===== config.mk =====
export PLATFORM = sky130hd
export DESIGN_NAME = id_stage
export DESIGN_NICKNAME = d
export VERILOG_FILES = /design/src/common/id_pkg.sv /design/src/source/id_stage.sv /design/src/source/operand_select.sv /design/src/source/reg_file.sv /design/src/decode/control_unit.sv /design/src/decode/instr_decoder.sv
export SDC_FILE = /design/constraint.sdc
export NUM_CORES = 2
export LEC_CHECK = 0
export BUFFER_PORTS_ARGS = -buffer_cell sky130_fd_sc_hd__buf_2
export CAP_MARGIN = 40
export CORE_MARGIN = 10
export CORE_UTILIZATION = 30
export DETAILED_ROUTE_END_ITERATION = 7
export PLACE_DENSITY = 0.55
export SLEW_MARGIN = 15
export SYNTH_ARGS = -nofsm -noshare
export SYNTH_HDL_FRONTEND = slang
export SYNTH_SLANG_ARGS = --single-unit

===== constraint.sdc =====
create_clock -name i_clk -period 8.1 [get_ports i_clk]
set_input_delay 2.43 -clock i_clk [delete_from_list [all_inputs] [get_ports i_clk]]
set_output_delay 2.43 -clock i_clk [all_outputs]
set_load 0.01 [all_outputs]

===== src/common/id_pkg.sv =====
`default_nettype none

package id_pkg;

    localparam int DATA_W  = 32;
    localparam int REG_W   = 5;
    localparam int REG_CNT = 32;

    typedef logic [DATA_W-1:0] word_t;
    typedef logic [REG_W-1:0]  reg_idx_t;
    typedef logic [15:0]       imm16_t;
    typedef logic [25:0]       target_t;
    typedef logic [4:0]        shamt_t;
    typedef logic [5:0]        opcode_t;

    localparam word_t    INSTR_BYTES = 32'd4;
    localparam reg_idx_t LINK_REG    = 5'd31;   // JAL destination

    localparam opcode_t OP_RTYPE = 6'h00;
    localparam opcode_t OP_J     = 6'h02;
    localparam opcode_t OP_JAL   = 6'h03;
    localparam opcode_t OP_BEQ   = 6'h04;
    localparam opcode_t OP_BNE   = 6'h05;
    localparam opcode_t OP_ADDIU = 6'h09;
    localparam opcode_t OP_SLTI  = 6'h0a;
    localparam opcode_t OP_ANDI  = 6'h0c;
    localparam opcode_t OP_ORI   = 6'h0d;
    localparam opcode_t OP_XORI  = 6'h0e;
    localparam opcode_t OP_LUI   = 6'h0f;
    localparam opcode_t OP_LB    = 6'h20;
    localparam opcode_t OP_LH    = 6'h21;
    localparam opcode_t OP_LW    = 6'h23;
    localparam opcode_t OP_LBU   = 6'h24;
    localparam opcode_t OP_LHU   = 6'h25;
    localparam opcode_t OP_SB    = 6'h28;
    localparam opcode_t OP_SH    = 6'h29;
    localparam opcode_t OP_SW    = 6'h2b;

    localparam opcode_t FN_SLL  = 6'h00;
    localparam opcode_t FN_SRL  = 6'h02;
    localparam opcode_t FN_SRA  = 6'h03;
    localparam opcode_t FN_JR   = 6'h08;
    localparam opcode_t FN_JALR = 6'h09;
    localparam opcode_t FN_ADDU = 6'h21;
    localparam opcode_t FN_SUBU = 6'h23;
    localparam opcode_t FN_AND  = 6'h24;
    localparam opcode_t FN_OR   = 6'h25;
    localparam opcode_t FN_XOR  = 6'h26;
    localparam opcode_t FN_NOR  = 6'h27;
    localparam opcode_t FN_SLT  = 6'h2a;

    typedef enum logic [4:0] {
        KIND_ILLEGAL, KIND_ADDU, KIND_SUBU, KIND_AND, KIND_OR, KIND_XOR, KIND_NOR,
        KIND_SLT, KIND_SLL, KIND_SRL, KIND_SRA, KIND_JR, KIND_JALR,
        KIND_ADDIU, KIND_SLTI, KIND_ANDI, KIND_ORI, KIND_XORI, KIND_LUI,
        KIND_LB, KIND_LBU, KIND_LH, KIND_LHU, KIND_LW, KIND_SB, KIND_SH, KIND_SW,
        KIND_BEQ, KIND_BNE, KIND_J, KIND_JAL
    } instr_kind_e;

    typedef enum logic [3:0] {
        ALU_ADD, ALU_SUB, ALU_AND, ALU_OR, ALU_XOR, ALU_NOR,
        ALU_SLT, ALU_SLL, ALU_SRL, ALU_SRA, ALU_LUI
    } alu_op_e;

    typedef enum logic [1:0] {AGU_NONE, AGU_MEM, AGU_BRANCH, AGU_REGJUMP} agu_op_e;
    typedef enum logic [1:0] {SRC_A_RS, SRC_A_RT, SRC_A_PC8} src_a_e;
    typedef enum logic [1:0] {SRC_B_RT, SRC_B_IMM, SRC_B_SHAMT, SRC_B_ZERO} src_b_e;
    typedef enum logic [1:0] {DST_RD, DST_RT, DST_LINK} dst_e;
    typedef enum logic [1:0] {EXT_SIGN, EXT_ZERO, EXT_UPPER} ext_e;
    typedef enum logic [1:0] {MEM_BYTE, MEM_HALF, MEM_WORD} mem_size_e;

    typedef struct packed {
        opcode_t  opcode;
        reg_idx_t rs;
        reg_idx_t rt;
        reg_idx_t rd;
        shamt_t   shamt;
        opcode_t  funct;
        imm16_t   imm16;
        target_t  target;
    } instr_fields_t;

    typedef struct packed {
        alu_op_e   alu_op;
        src_a_e    src_a;
        src_b_e    src_b;
        dst_e      dst;
        agu_op_e   agu_op;
        mem_size_e mem_size;
        logic      jump;
        logic      branch;
        logic      br_on_equal;
        logic      jmp_trg_reg;
        logic      reg_wr_en;
        logic      mem_rd;
        logic      mem_wr_en;
        logic      wb_from_mem;
        logic      mem_unsigned;
    } ctrl_t;

    typedef struct packed {
        word_t alu_a;
        word_t alu_b;
        word_t agu_base;
        word_t store_data;
    } operands_t;

endpackage

`default_nettype wire

===== src/source/id_stage.sv =====
`timescale 1ns/10ps
`default_nettype none

module id_stage
    import id_pkg::*;
(
    input  wire           i_clk,
    input  wire           i_rst_n,
    input  wire word_t    i_pc,
    input  wire word_t    i_instr,
    input  wire           i_hazard_detected,
    input  wire reg_idx_t i_wb_sel,        // Write-back port from a later stage
    input  wire           i_wb_en,
    input  wire word_t    i_wb_data,
    input  wire           i_step,
    input  wire reg_idx_t i_dbg_sel,
    output ctrl_t         o_ctrl,
    output operands_t     o_operands,
    output instr_fields_t o_fields,
    output logic          o_illegal,
    output word_t         o_dbg_data
);

instr_kind_e kind;
ext_e        ext;
word_t       rs_data;
word_t       rt_data;

instr_decoder u_decoder (
    .i_instr   (i_instr),
    .o_fields  (o_fields),
    .o_kind    (kind),
    .o_illegal (o_illegal)
);

control_unit u_ctrl (
    .i_kind            (kind),
    .i_rd              (o_fields.rd),
    .i_rt              (o_fields.rt),
    .i_hazard_detected (i_hazard_detected),
    .o_ctrl            (o_ctrl),
    .o_ext             (ext)
);

reg_file u_regs (
    .i_clk      (i_clk),
    .i_rst_n    (i_rst_n),
    .i_rs_sel   (o_fields.rs),
    .i_rt_sel   (o_fields.rt),
    .i_wb_sel   (i_wb_sel),
    .i_dbg_sel  (i_dbg_sel),
    .i_wb_en    (i_wb_en),
    .i_step     (i_step),
    .i_wb_data  (i_wb_data),
    .o_rs_data  (rs_data),
    .o_rt_data  (rt_data),
    .o_dbg_data (o_dbg_data)
);

operand_select u_opsel (
    .i_pc       (i_pc),
    .i_imm      (o_fields.imm16),
    .i_shamt    (o_fields.shamt),
    .i_ext      (ext),
    .i_src_a    (o_ctrl.src_a),
    .i_src_b    (o_ctrl.src_b),
    .i_agu_op   (o_ctrl.agu_op),
    .i_rs_data  (rs_data),
    .i_rt_data  (rt_data),
    .o_operands (o_operands)
);

endmodule

`default_nettype wire


===== src/source/operand_select.sv =====
`timescale 1ns/10ps
`default_nettype none

module operand_select
    import id_pkg::*;
(
    input  wire word_t   i_pc,
    input  wire imm16_t  i_imm,
    input  wire shamt_t  i_shamt,
    input  wire ext_e    i_ext,
    input  wire src_a_e  i_src_a,
    input  wire src_b_e  i_src_b,
    input  wire agu_op_e i_agu_op,
    input  wire word_t   i_rs_data,
    input  wire word_t   i_rt_data,
    output operands_t    o_operands
);

word_t imm_ext;
word_t pc_plus4;
word_t pc_plus8;

assign pc_plus4 = i_pc + INSTR_BYTES;
assign pc_plus8 = pc_plus4 + INSTR_BYTES;   // Link address past the delay slot

always_comb begin
    case (i_ext)
        EXT_ZERO:  imm_ext = {16'h0000, i_imm};
        EXT_UPPER: imm_ext = {i_imm, 16'h0000};
        default:   imm_ext = {{16{i_imm[15]}}, i_imm};
    endcase
end

always_comb begin
    o_operands.store_data = i_rt_data;
    case (i_src_a)
        SRC_A_RT:  o_operands.alu_a = i_rt_data;   // Shifts operate on rt
        SRC_A_PC8: o_operands.alu_a = pc_plus8;
        default:   o_operands.alu_a = i_rs_data;
    endcase
    case (i_src_b)
        SRC_B_IMM:   o_operands.alu_b = imm_ext;
        SRC_B_SHAMT: o_operands.alu_b = word_t'(i_shamt);
        SRC_B_ZERO:  o_operands.alu_b = '0;
        default:     o_operands.alu_b = i_rt_data;
    endcase
    case (i_agu_op)
        AGU_MEM, AGU_REGJUMP: o_operands.agu_base = i_rs_data;
        AGU_BRANCH:           o_operands.agu_base = pc_plus4;
        default:              o_operands.agu_base = '0;
    endcase
end

endmodule

`default_nettype wire


===== src/source/reg_file.sv =====
`timescale 1ns/10ps
`default_nettype none

module reg_file
    import id_pkg::*;
(
    input  wire           i_clk,
    input  wire           i_rst_n,
    input  wire reg_idx_t i_rs_sel,
    input  wire reg_idx_t i_rt_sel,
    input  wire reg_idx_t i_wb_sel,
    input  wire reg_idx_t i_dbg_sel,
    input  wire           i_wb_en,
    input  wire           i_step,
    input  wire word_t    i_wb_data,
    output word_t         o_rs_data,
    output word_t         o_rt_data,
    output word_t         o_dbg_data
);

word_t regs [1:REG_CNT-1];    // r0 has no storage
logic  wr_fire;

assign wr_fire = i_wb_en && i_step && (i_wb_sel != '0);

always_ff @(posedge i_clk) begin
    if (!i_rst_n) begin
        for (int i = 1; i < REG_CNT; i++) begin
            regs[i] <= '0;
        end
    end else if (wr_fire) begin
        regs[i_wb_sel] <= i_wb_data;
    end
end

// Reads see the old value during a same-cycle write
assign o_rs_data  = (i_rs_sel == '0) ? '0 : regs[i_rs_sel];
assign o_rt_data  = (i_rt_sel == '0) ? '0 : regs[i_rt_sel];
assign o_dbg_data = (i_dbg_sel == '0) ? '0 : regs[i_dbg_sel];

a_r0_reads_zero: assert property (
    @(posedge i_clk) disable iff (!i_rst_n)
    ((i_rs_sel != '0) || (o_rs_data == '0)) &&
    ((i_rt_sel != '0) || (o_rt_data == '0)) &&
    ((i_dbg_sel != '0) || (o_dbg_data == '0))
) else $error("register 0 read back nonzero");

endmodule

`default_nettype wire


===== src/decode/control_unit.sv =====
`timescale 1ns/10ps
`default_nettype none

module control_unit
    import id_pkg::*;
(
    input  wire instr_kind_e i_kind,
    input  wire reg_idx_t    i_rd,
    input  wire reg_idx_t    i_rt,
    input  wire              i_hazard_detected,
    output ctrl_t            o_ctrl,
    output ext_e             o_ext
);

ctrl_t    raw_ctrl;
reg_idx_t dst_idx;

function automatic ctrl_t alu_reg(alu_op_e op, src_a_e a, src_b_e b, dst_e d);
    ctrl_t c;
    c           = '0;
    c.alu_op    = op;
    c.src_a     = a;
    c.src_b     = b;
    c.dst       = d;
    c.reg_wr_en = 1'b1;
    return c;
endfunction

function automatic ctrl_t mem_acc(mem_size_e sz, logic is_load, logic is_unsigned);
    ctrl_t c;
    c              = alu_reg(ALU_ADD, SRC_A_RS, SRC_B_IMM, DST_RT);
    c.agu_op       = AGU_MEM;
    c.mem_size     = sz;
    c.reg_wr_en    = is_load;
    c.mem_rd       = is_load;
    c.wb_from_mem  = is_load;
    c.mem_wr_en    = !is_load;
    c.mem_unsigned = is_unsigned;
    return c;
endfunction

always_comb begin
    raw_ctrl = '0;
    o_ext    = EXT_SIGN;
    case (i_kind)
        KIND_ADDU:  raw_ctrl = alu_reg(ALU_ADD, SRC_A_RS, SRC_B_RT, DST_RD);
        KIND_SUBU:  raw_ctrl = alu_reg(ALU_SUB, SRC_A_RS, SRC_B_RT, DST_RD);
        KIND_AND:   raw_ctrl = alu_reg(ALU_AND, SRC_A_RS, SRC_B_RT, DST_RD);
        KIND_OR:    raw_ctrl = alu_reg(ALU_OR,  SRC_A_RS, SRC_B_RT, DST_RD);
        KIND_XOR:   raw_ctrl = alu_reg(ALU_XOR, SRC_A_RS, SRC_B_RT, DST_RD);
        KIND_NOR:   raw_ctrl = alu_reg(ALU_NOR, SRC_A_RS, SRC_B_RT, DST_RD);
        KIND_SLT:   raw_ctrl = alu_reg(ALU_SLT, SRC_A_RS, SRC_B_RT, DST_RD);
        KIND_SLL:   raw_ctrl = alu_reg(ALU_SLL, SRC_A_RT, SRC_B_SHAMT, DST_RD);
        KIND_SRL:   raw_ctrl = alu_reg(ALU_SRL, SRC_A_RT, SRC_B_SHAMT, DST_RD);
        KIND_SRA:   raw_ctrl = alu_reg(ALU_SRA, SRC_A_RT, SRC_B_SHAMT, DST_RD);
        KIND_ADDIU: raw_ctrl = alu_reg(ALU_ADD, SRC_A_RS, SRC_B_IMM, DST_RT);
        KIND_SLTI:  raw_ctrl = alu_reg(ALU_SLT, SRC_A_RS, SRC_B_IMM, DST_RT);
        KIND_ANDI, KIND_ORI, KIND_XORI: begin
            raw_ctrl = alu_reg(ALU_AND, SRC_A_RS, SRC_B_IMM, DST_RT);
            if (i_kind == KIND_ORI) raw_ctrl.alu_op = ALU_OR;
            if (i_kind == KIND_XORI) raw_ctrl.alu_op = ALU_XOR;
            o_ext = EXT_ZERO;                  // Logic immediates are unsigned
        end
        KIND_LUI: begin
            raw_ctrl = alu_reg(ALU_LUI, SRC_A_RS, SRC_B_IMM, DST_RT);
            o_ext    = EXT_UPPER;
        end
        KIND_LB:    raw_ctrl = mem_acc(MEM_BYTE, 1'b1, 1'b0);
        KIND_LBU:   raw_ctrl = mem_acc(MEM_BYTE, 1'b1, 1'b1);
        KIND_LH:    raw_ctrl = mem_acc(MEM_HALF, 1'b1, 1'b0);
        KIND_LHU:   raw_ctrl = mem_acc(MEM_HALF, 1'b1, 1'b1);
        KIND_LW:    raw_ctrl = mem_acc(MEM_WORD, 1'b1, 1'b0);
        KIND_SB:    raw_ctrl = mem_acc(MEM_BYTE, 1'b0, 1'b0);
        KIND_SH:    raw_ctrl = mem_acc(MEM_HALF, 1'b0, 1'b0);
        KIND_SW:    raw_ctrl = mem_acc(MEM_WORD, 1'b0, 1'b0);
        KIND_BEQ, KIND_BNE: begin
            raw_ctrl.alu_op      = ALU_SUB;    // Compare rs against rt
            raw_ctrl.agu_op      = AGU_BRANCH;
            raw_ctrl.branch      = 1'b1;
            raw_ctrl.br_on_equal = (i_kind == KIND_BEQ);
        end
        KIND_JR, KIND_JALR: begin
            if (i_kind == KIND_JALR) raw_ctrl = alu_reg(ALU_ADD, SRC_A_PC8, SRC_B_ZERO, DST_RD);
            raw_ctrl.agu_op      = AGU_REGJUMP;
            raw_ctrl.jump        = 1'b1;
            raw_ctrl.jmp_trg_reg = 1'b1;
        end
        KIND_J:     raw_ctrl.jump = 1'b1;
        KIND_JAL: begin
            raw_ctrl      = alu_reg(ALU_ADD, SRC_A_PC8, SRC_B_ZERO, DST_LINK);
            raw_ctrl.jump = 1'b1;
        end
        default:    raw_ctrl = '0;
    endcase
end

always_comb begin
    case (raw_ctrl.dst)
        DST_RT:   dst_idx = i_rt;
        DST_LINK: dst_idx = LINK_REG;
        default:  dst_idx = i_rd;
    endcase
end

always_comb begin
    o_ctrl = raw_ctrl;
    if (dst_idx == '0) o_ctrl.reg_wr_en = 1'b0;                       // r0 never written
    if (i_hazard_detected || (i_kind == KIND_ILLEGAL)) o_ctrl = '0;   // Bubble
end

always_comb begin
    a_mem_excl: assert final (!(o_ctrl.mem_rd && o_ctrl.mem_wr_en))
        else $error("load and store raised together");
    a_hazard_quiet: assert final (!i_hazard_detected || !(o_ctrl.reg_wr_en || o_ctrl.mem_wr_en))
        else $error("state write leaked through a bubble");
end

endmodule

`default_nettype wire


===== src/decode/instr_decoder.sv =====
`timescale 1ns/10ps
`default_nettype none

module instr_decoder
    import id_pkg::*;
(
    input  wire word_t     i_instr,
    output instr_fields_t  o_fields,
    output instr_kind_e    o_kind,
    output logic           o_illegal
);

always_comb begin
    o_fields.opcode = i_instr[31:26];
    o_fields.rs     = i_instr[25:21];
    o_fields.rt     = i_instr[20:16];
    o_fields.rd     = i_instr[15:11];
    o_fields.shamt  = i_instr[10:6];
    o_fields.funct  = i_instr[5:0];
    o_fields.imm16  = i_instr[15:0];
    o_fields.target = i_instr[25:0];   // J-type overlaps rs/rt/imm
end

always_comb begin
    o_kind    = KIND_ILLEGAL;
    o_illegal = 1'b0;
    case (o_fields.opcode)
        OP_RTYPE: begin
            case (o_fields.funct)
                FN_SLL:  o_kind = KIND_SLL;
                FN_SRL:  o_kind = KIND_SRL;
                FN_SRA:  o_kind = KIND_SRA;
                FN_JR:   o_kind = KIND_JR;
                FN_JALR: o_kind = KIND_JALR;
                FN_ADDU: o_kind = KIND_ADDU;
                FN_SUBU: o_kind = KIND_SUBU;
                FN_AND:  o_kind = KIND_AND;
                FN_OR:   o_kind = KIND_OR;
                FN_XOR:  o_kind = KIND_XOR;
                FN_NOR:  o_kind = KIND_NOR;
                FN_SLT:  o_kind = KIND_SLT;
                default: o_illegal = 1'b1;     // Unknown funct
            endcase
        end
        OP_J:     o_kind = KIND_J;
        OP_JAL:   o_kind = KIND_JAL;
        OP_BEQ:   o_kind = KIND_BEQ;
        OP_BNE:   o_kind = KIND_BNE;
        OP_ADDIU: o_kind = KIND_ADDIU;
        OP_SLTI:  o_kind = KIND_SLTI;
        OP_ANDI:  o_kind = KIND_ANDI;
        OP_ORI:   o_kind = KIND_ORI;
        OP_XORI:  o_kind = KIND_XORI;
        OP_LUI:   o_kind = KIND_LUI;
        OP_LB:    o_kind = KIND_LB;
        OP_LH:    o_kind = KIND_LH;
        OP_LW:    o_kind = KIND_LW;
        OP_LBU:   o_kind = KIND_LBU;
        OP_LHU:   o_kind = KIND_LHU;
        OP_SB:    o_kind = KIND_SB;
        OP_SH:    o_kind = KIND_SH;
        OP_SW:    o_kind = KIND_SW;
        default:  o_illegal = 1'b1;            // Unknown opcode
    endcase
end

// Both case levels must agree on what counts as illegal
always_comb begin
    a_illegal_kind: assert final (o_illegal == (o_kind == KIND_ILLEGAL))
        else $error("illegal flag and kind disagree");
end

endmodule

`default_nettype wire


==> impl_metrics.tcl <==
set metrics [dict create \
    rows 172 \
    first_iter_violations 6331 \
    die-height_um 491.4 \
    hold_path_class "input pin to flop" \
    worst_slew_pin_slew_ps 927.2 \
    htreeDepth 3 \
    cts_hold_buf 0 \
    synthFlopType "edfxtp_1" \
    yosysUniqueCellTypes 89 \
    synthDominantCellAreaShare_pct 46.12 \
    synth_seq_cells 1024 \
    crit_path_end_kind "output pin" \
    grt_pass1_wl_um 394300 \
    crit_required_ps 5670 \
    synthTopCellsByArea "edfxtp_1 46%, mux4_2 32%, and2_1 9.4%, clkbuf_1 2.0%, buf_4 0.90%" \
    remaining_drc_errors 0 \
    drtPass1Iterations 6 \
    core_mm2 0.2204 \
    period_needed_ps 8005 \
    synth_top_area_cell "edfxtp_1" \
    cp_max_fo 21 \
    grt_max_degree 57 \
    via_per_inst 5.915 \
    num_vias 46280 \
    cts_tree "done" \
    start_kind "input pin" \
    fin_crit_sh_pct 98.83 \
    fmax_mhz 124.9 \
    route.met3.wl_um 31780 \
    async_flop_share_pct 0 \
    start_util_pct 30.25 \
    wl_met2_um 135600 \
    power.leakage_nw 26.96 \
    finalSetupTns_ps 0 \
    vdd.ir_drop.worst_mv 0.1765 \
    grt_util_all_layers_pct 23.09 \
    rsz0062_at_grt "false" \
    setup.worst_path.class "input pin to output pin" \
    hold_violations 0 \
    seq_area_frac_synth_pct 46.12 \
    boundaryPins 369 \
    slew_headroom_pct 37.95 \
    arrival_ps 5580 \
    gp_congestion 0.9958 \
    clk_pin_slew_ps 70 \
    pre_cts_slack_ps 17.03 \
    cts_buffer_depth 3 \
    cap_viol_max_count 0 \
    die_w_um 491.4 \
    synth_area_per_cell_um2 15.12 \
    drive_gt1_share_pct 41.90 \
    status "finished, final reports clean" \
    fin_area_mm2 0.07861 \
    p_per_area_mw_per_mm2 185.2 \
    cts.sinks 1024 \
    wire_per_inst_um 36.86 \
    ant_nets 0 \
    drv_slew 0 \
    syn_area_mm2 0.06667 \
    die_area_mm2 0.2415 \
    hold_depth 1 \
    largest_reg_flops 1024 \
    yosysWarnings 0 \
    grt_overflow_total 0 \
    fin_ws_ps 94.90 \
    area_growth_pct 17.91 \
    reg_top3 "u_regs.regs x1024" \
    final_nets 4874 \
    dp_hpwl_um 199100 \
    grt_pass1_vias 46750 \
    syn_inst 4409 \
    drt_wl_total_um 288400 \
    regMostFlops "u_regs.regs" \
    met1_length_um 107900 \
    antenna_found_initial 61 \
    cts_made_buffers 114 \
    synth_edf_count 1024 \
    top_layer "met5" \
    placed_area_mm2 0.07474 \
    port_buffers 368 \
    finalSetupViolations 0 \
    root_buffer "clkbuf_16" \
]
[synth_stat cells, types with 22 or more instances]
master	n
nor2_1	142
buf_1	86
buf_4	80
nand2b_1	22
and2_1	1006
nand3_1	28
o22ai_1	28
mux4_2	959
xnor2_1	35
nand2_1	92
clkbuf_1	363
xor2_1	25
edfxtp_1	1024
inv_1	29
mux2_2	31
mux2i_1	60
buf_2	33
o21ai_0	55
a21oi_1	42
[worst max-delay path: stages]
cell,delay (ps)
buf_8,220
buf_12,200
buf_12,220
mux4_2,540
mux4_2,610
a22oi_1,450
buf_4,250
o22ai_1,90
o21bai_1,180
buf_4,160
buf_2,140
[timing repair]
item | CTS | global route
buffers inserted | 0 | 1
setup endpoints to repair | 0 | 32
gates resized for setup | 0 | 31
endpoints found under the hold margin | 0 | 0
[per-layer routing]
layer / vias up / track usage [%]
li1: 18170 / -
met1: 24540 / 29.31
met2: 2988 / 37.12
met4: 20 / 9.726
met3: 565 / 6.282
met5: - / 0
[cell usage in the layout (no fill, tap or decap), types with 35 or more instances in the layout]
| cell | count |
|---|---|
| nor2_1 | 108 |
| clkbuf_16 | 115 |
| nand2_1 | 91 |
| buf_2 | 354 |
| and2_1 | 1006 |
| buf_4 | 303 |
| mux2i_1 | 59 |
| buf_12 | 72 |
| mux4_2 | 959 |
| a21oi_1 | 40 |
| edfxtp_1 | 1024 |
| xnor2_1 | 35 |
[path summary, 6_finish.rpt]
path	start	endpoint	slack, ps
worst max-delay path	i_instr[16]	o_operands[113]	90
worst min-delay path	i_wb_data[14]	u_regs.regs[0][14]$_DFFE_PP_	2140
[metrics by stage]
step / utilization, % / hold slack (ps) / total power [mW] / std cells
after floorplan: - / 2529 / 8.019 / 4440
after global placement: 33.61 / 2922 / 9.368 / 7562
after detailed placement: 33.91 / 2929 / 9.407 / 7591
after CTS: 35.58 / 2099 / 14.58 / 7803
after global routing: 35.66 / 2166 / 14.95 / 7814
final: 35.67 / 2139 / 14.56 / 7823
[final cells by class]
cell class	count	area, um^2
Antenna cell	15	37.54
Fill cell	21000	141800
Timing Repair Buffer	762	6181
Sequential cell	1024	30750
Multi-Input combinational cell	2823	34170
Clock buffer	132	2942
Tap cell	2958	3701
Clock inverter	80	721.9
Inverter	29	108.9
[logic make-up (layout without fill, tap and decap cells)]
group	Yosys count	in the layout	share of synthesized area [%]
compound gates	262	262	2.697
xor+xnor	61	61	0.8295
fa+ha+maj	10	10	0.1839
buf+inv	593	1003	3.864
flops	1024	1024	46.12
mux	1050	1050	33.82
other cells	1	47	0.005625
simple gates	1408	1408	12.48
[where the power goes]
group | switching [mW] | internal (mW)
logic | 1.69 | 1.32
clock network | 2.31 | 2.92
registers | 0.202 | 6.12
total | 4.20 | 10.4
Power figures use the tool's default switching activity.
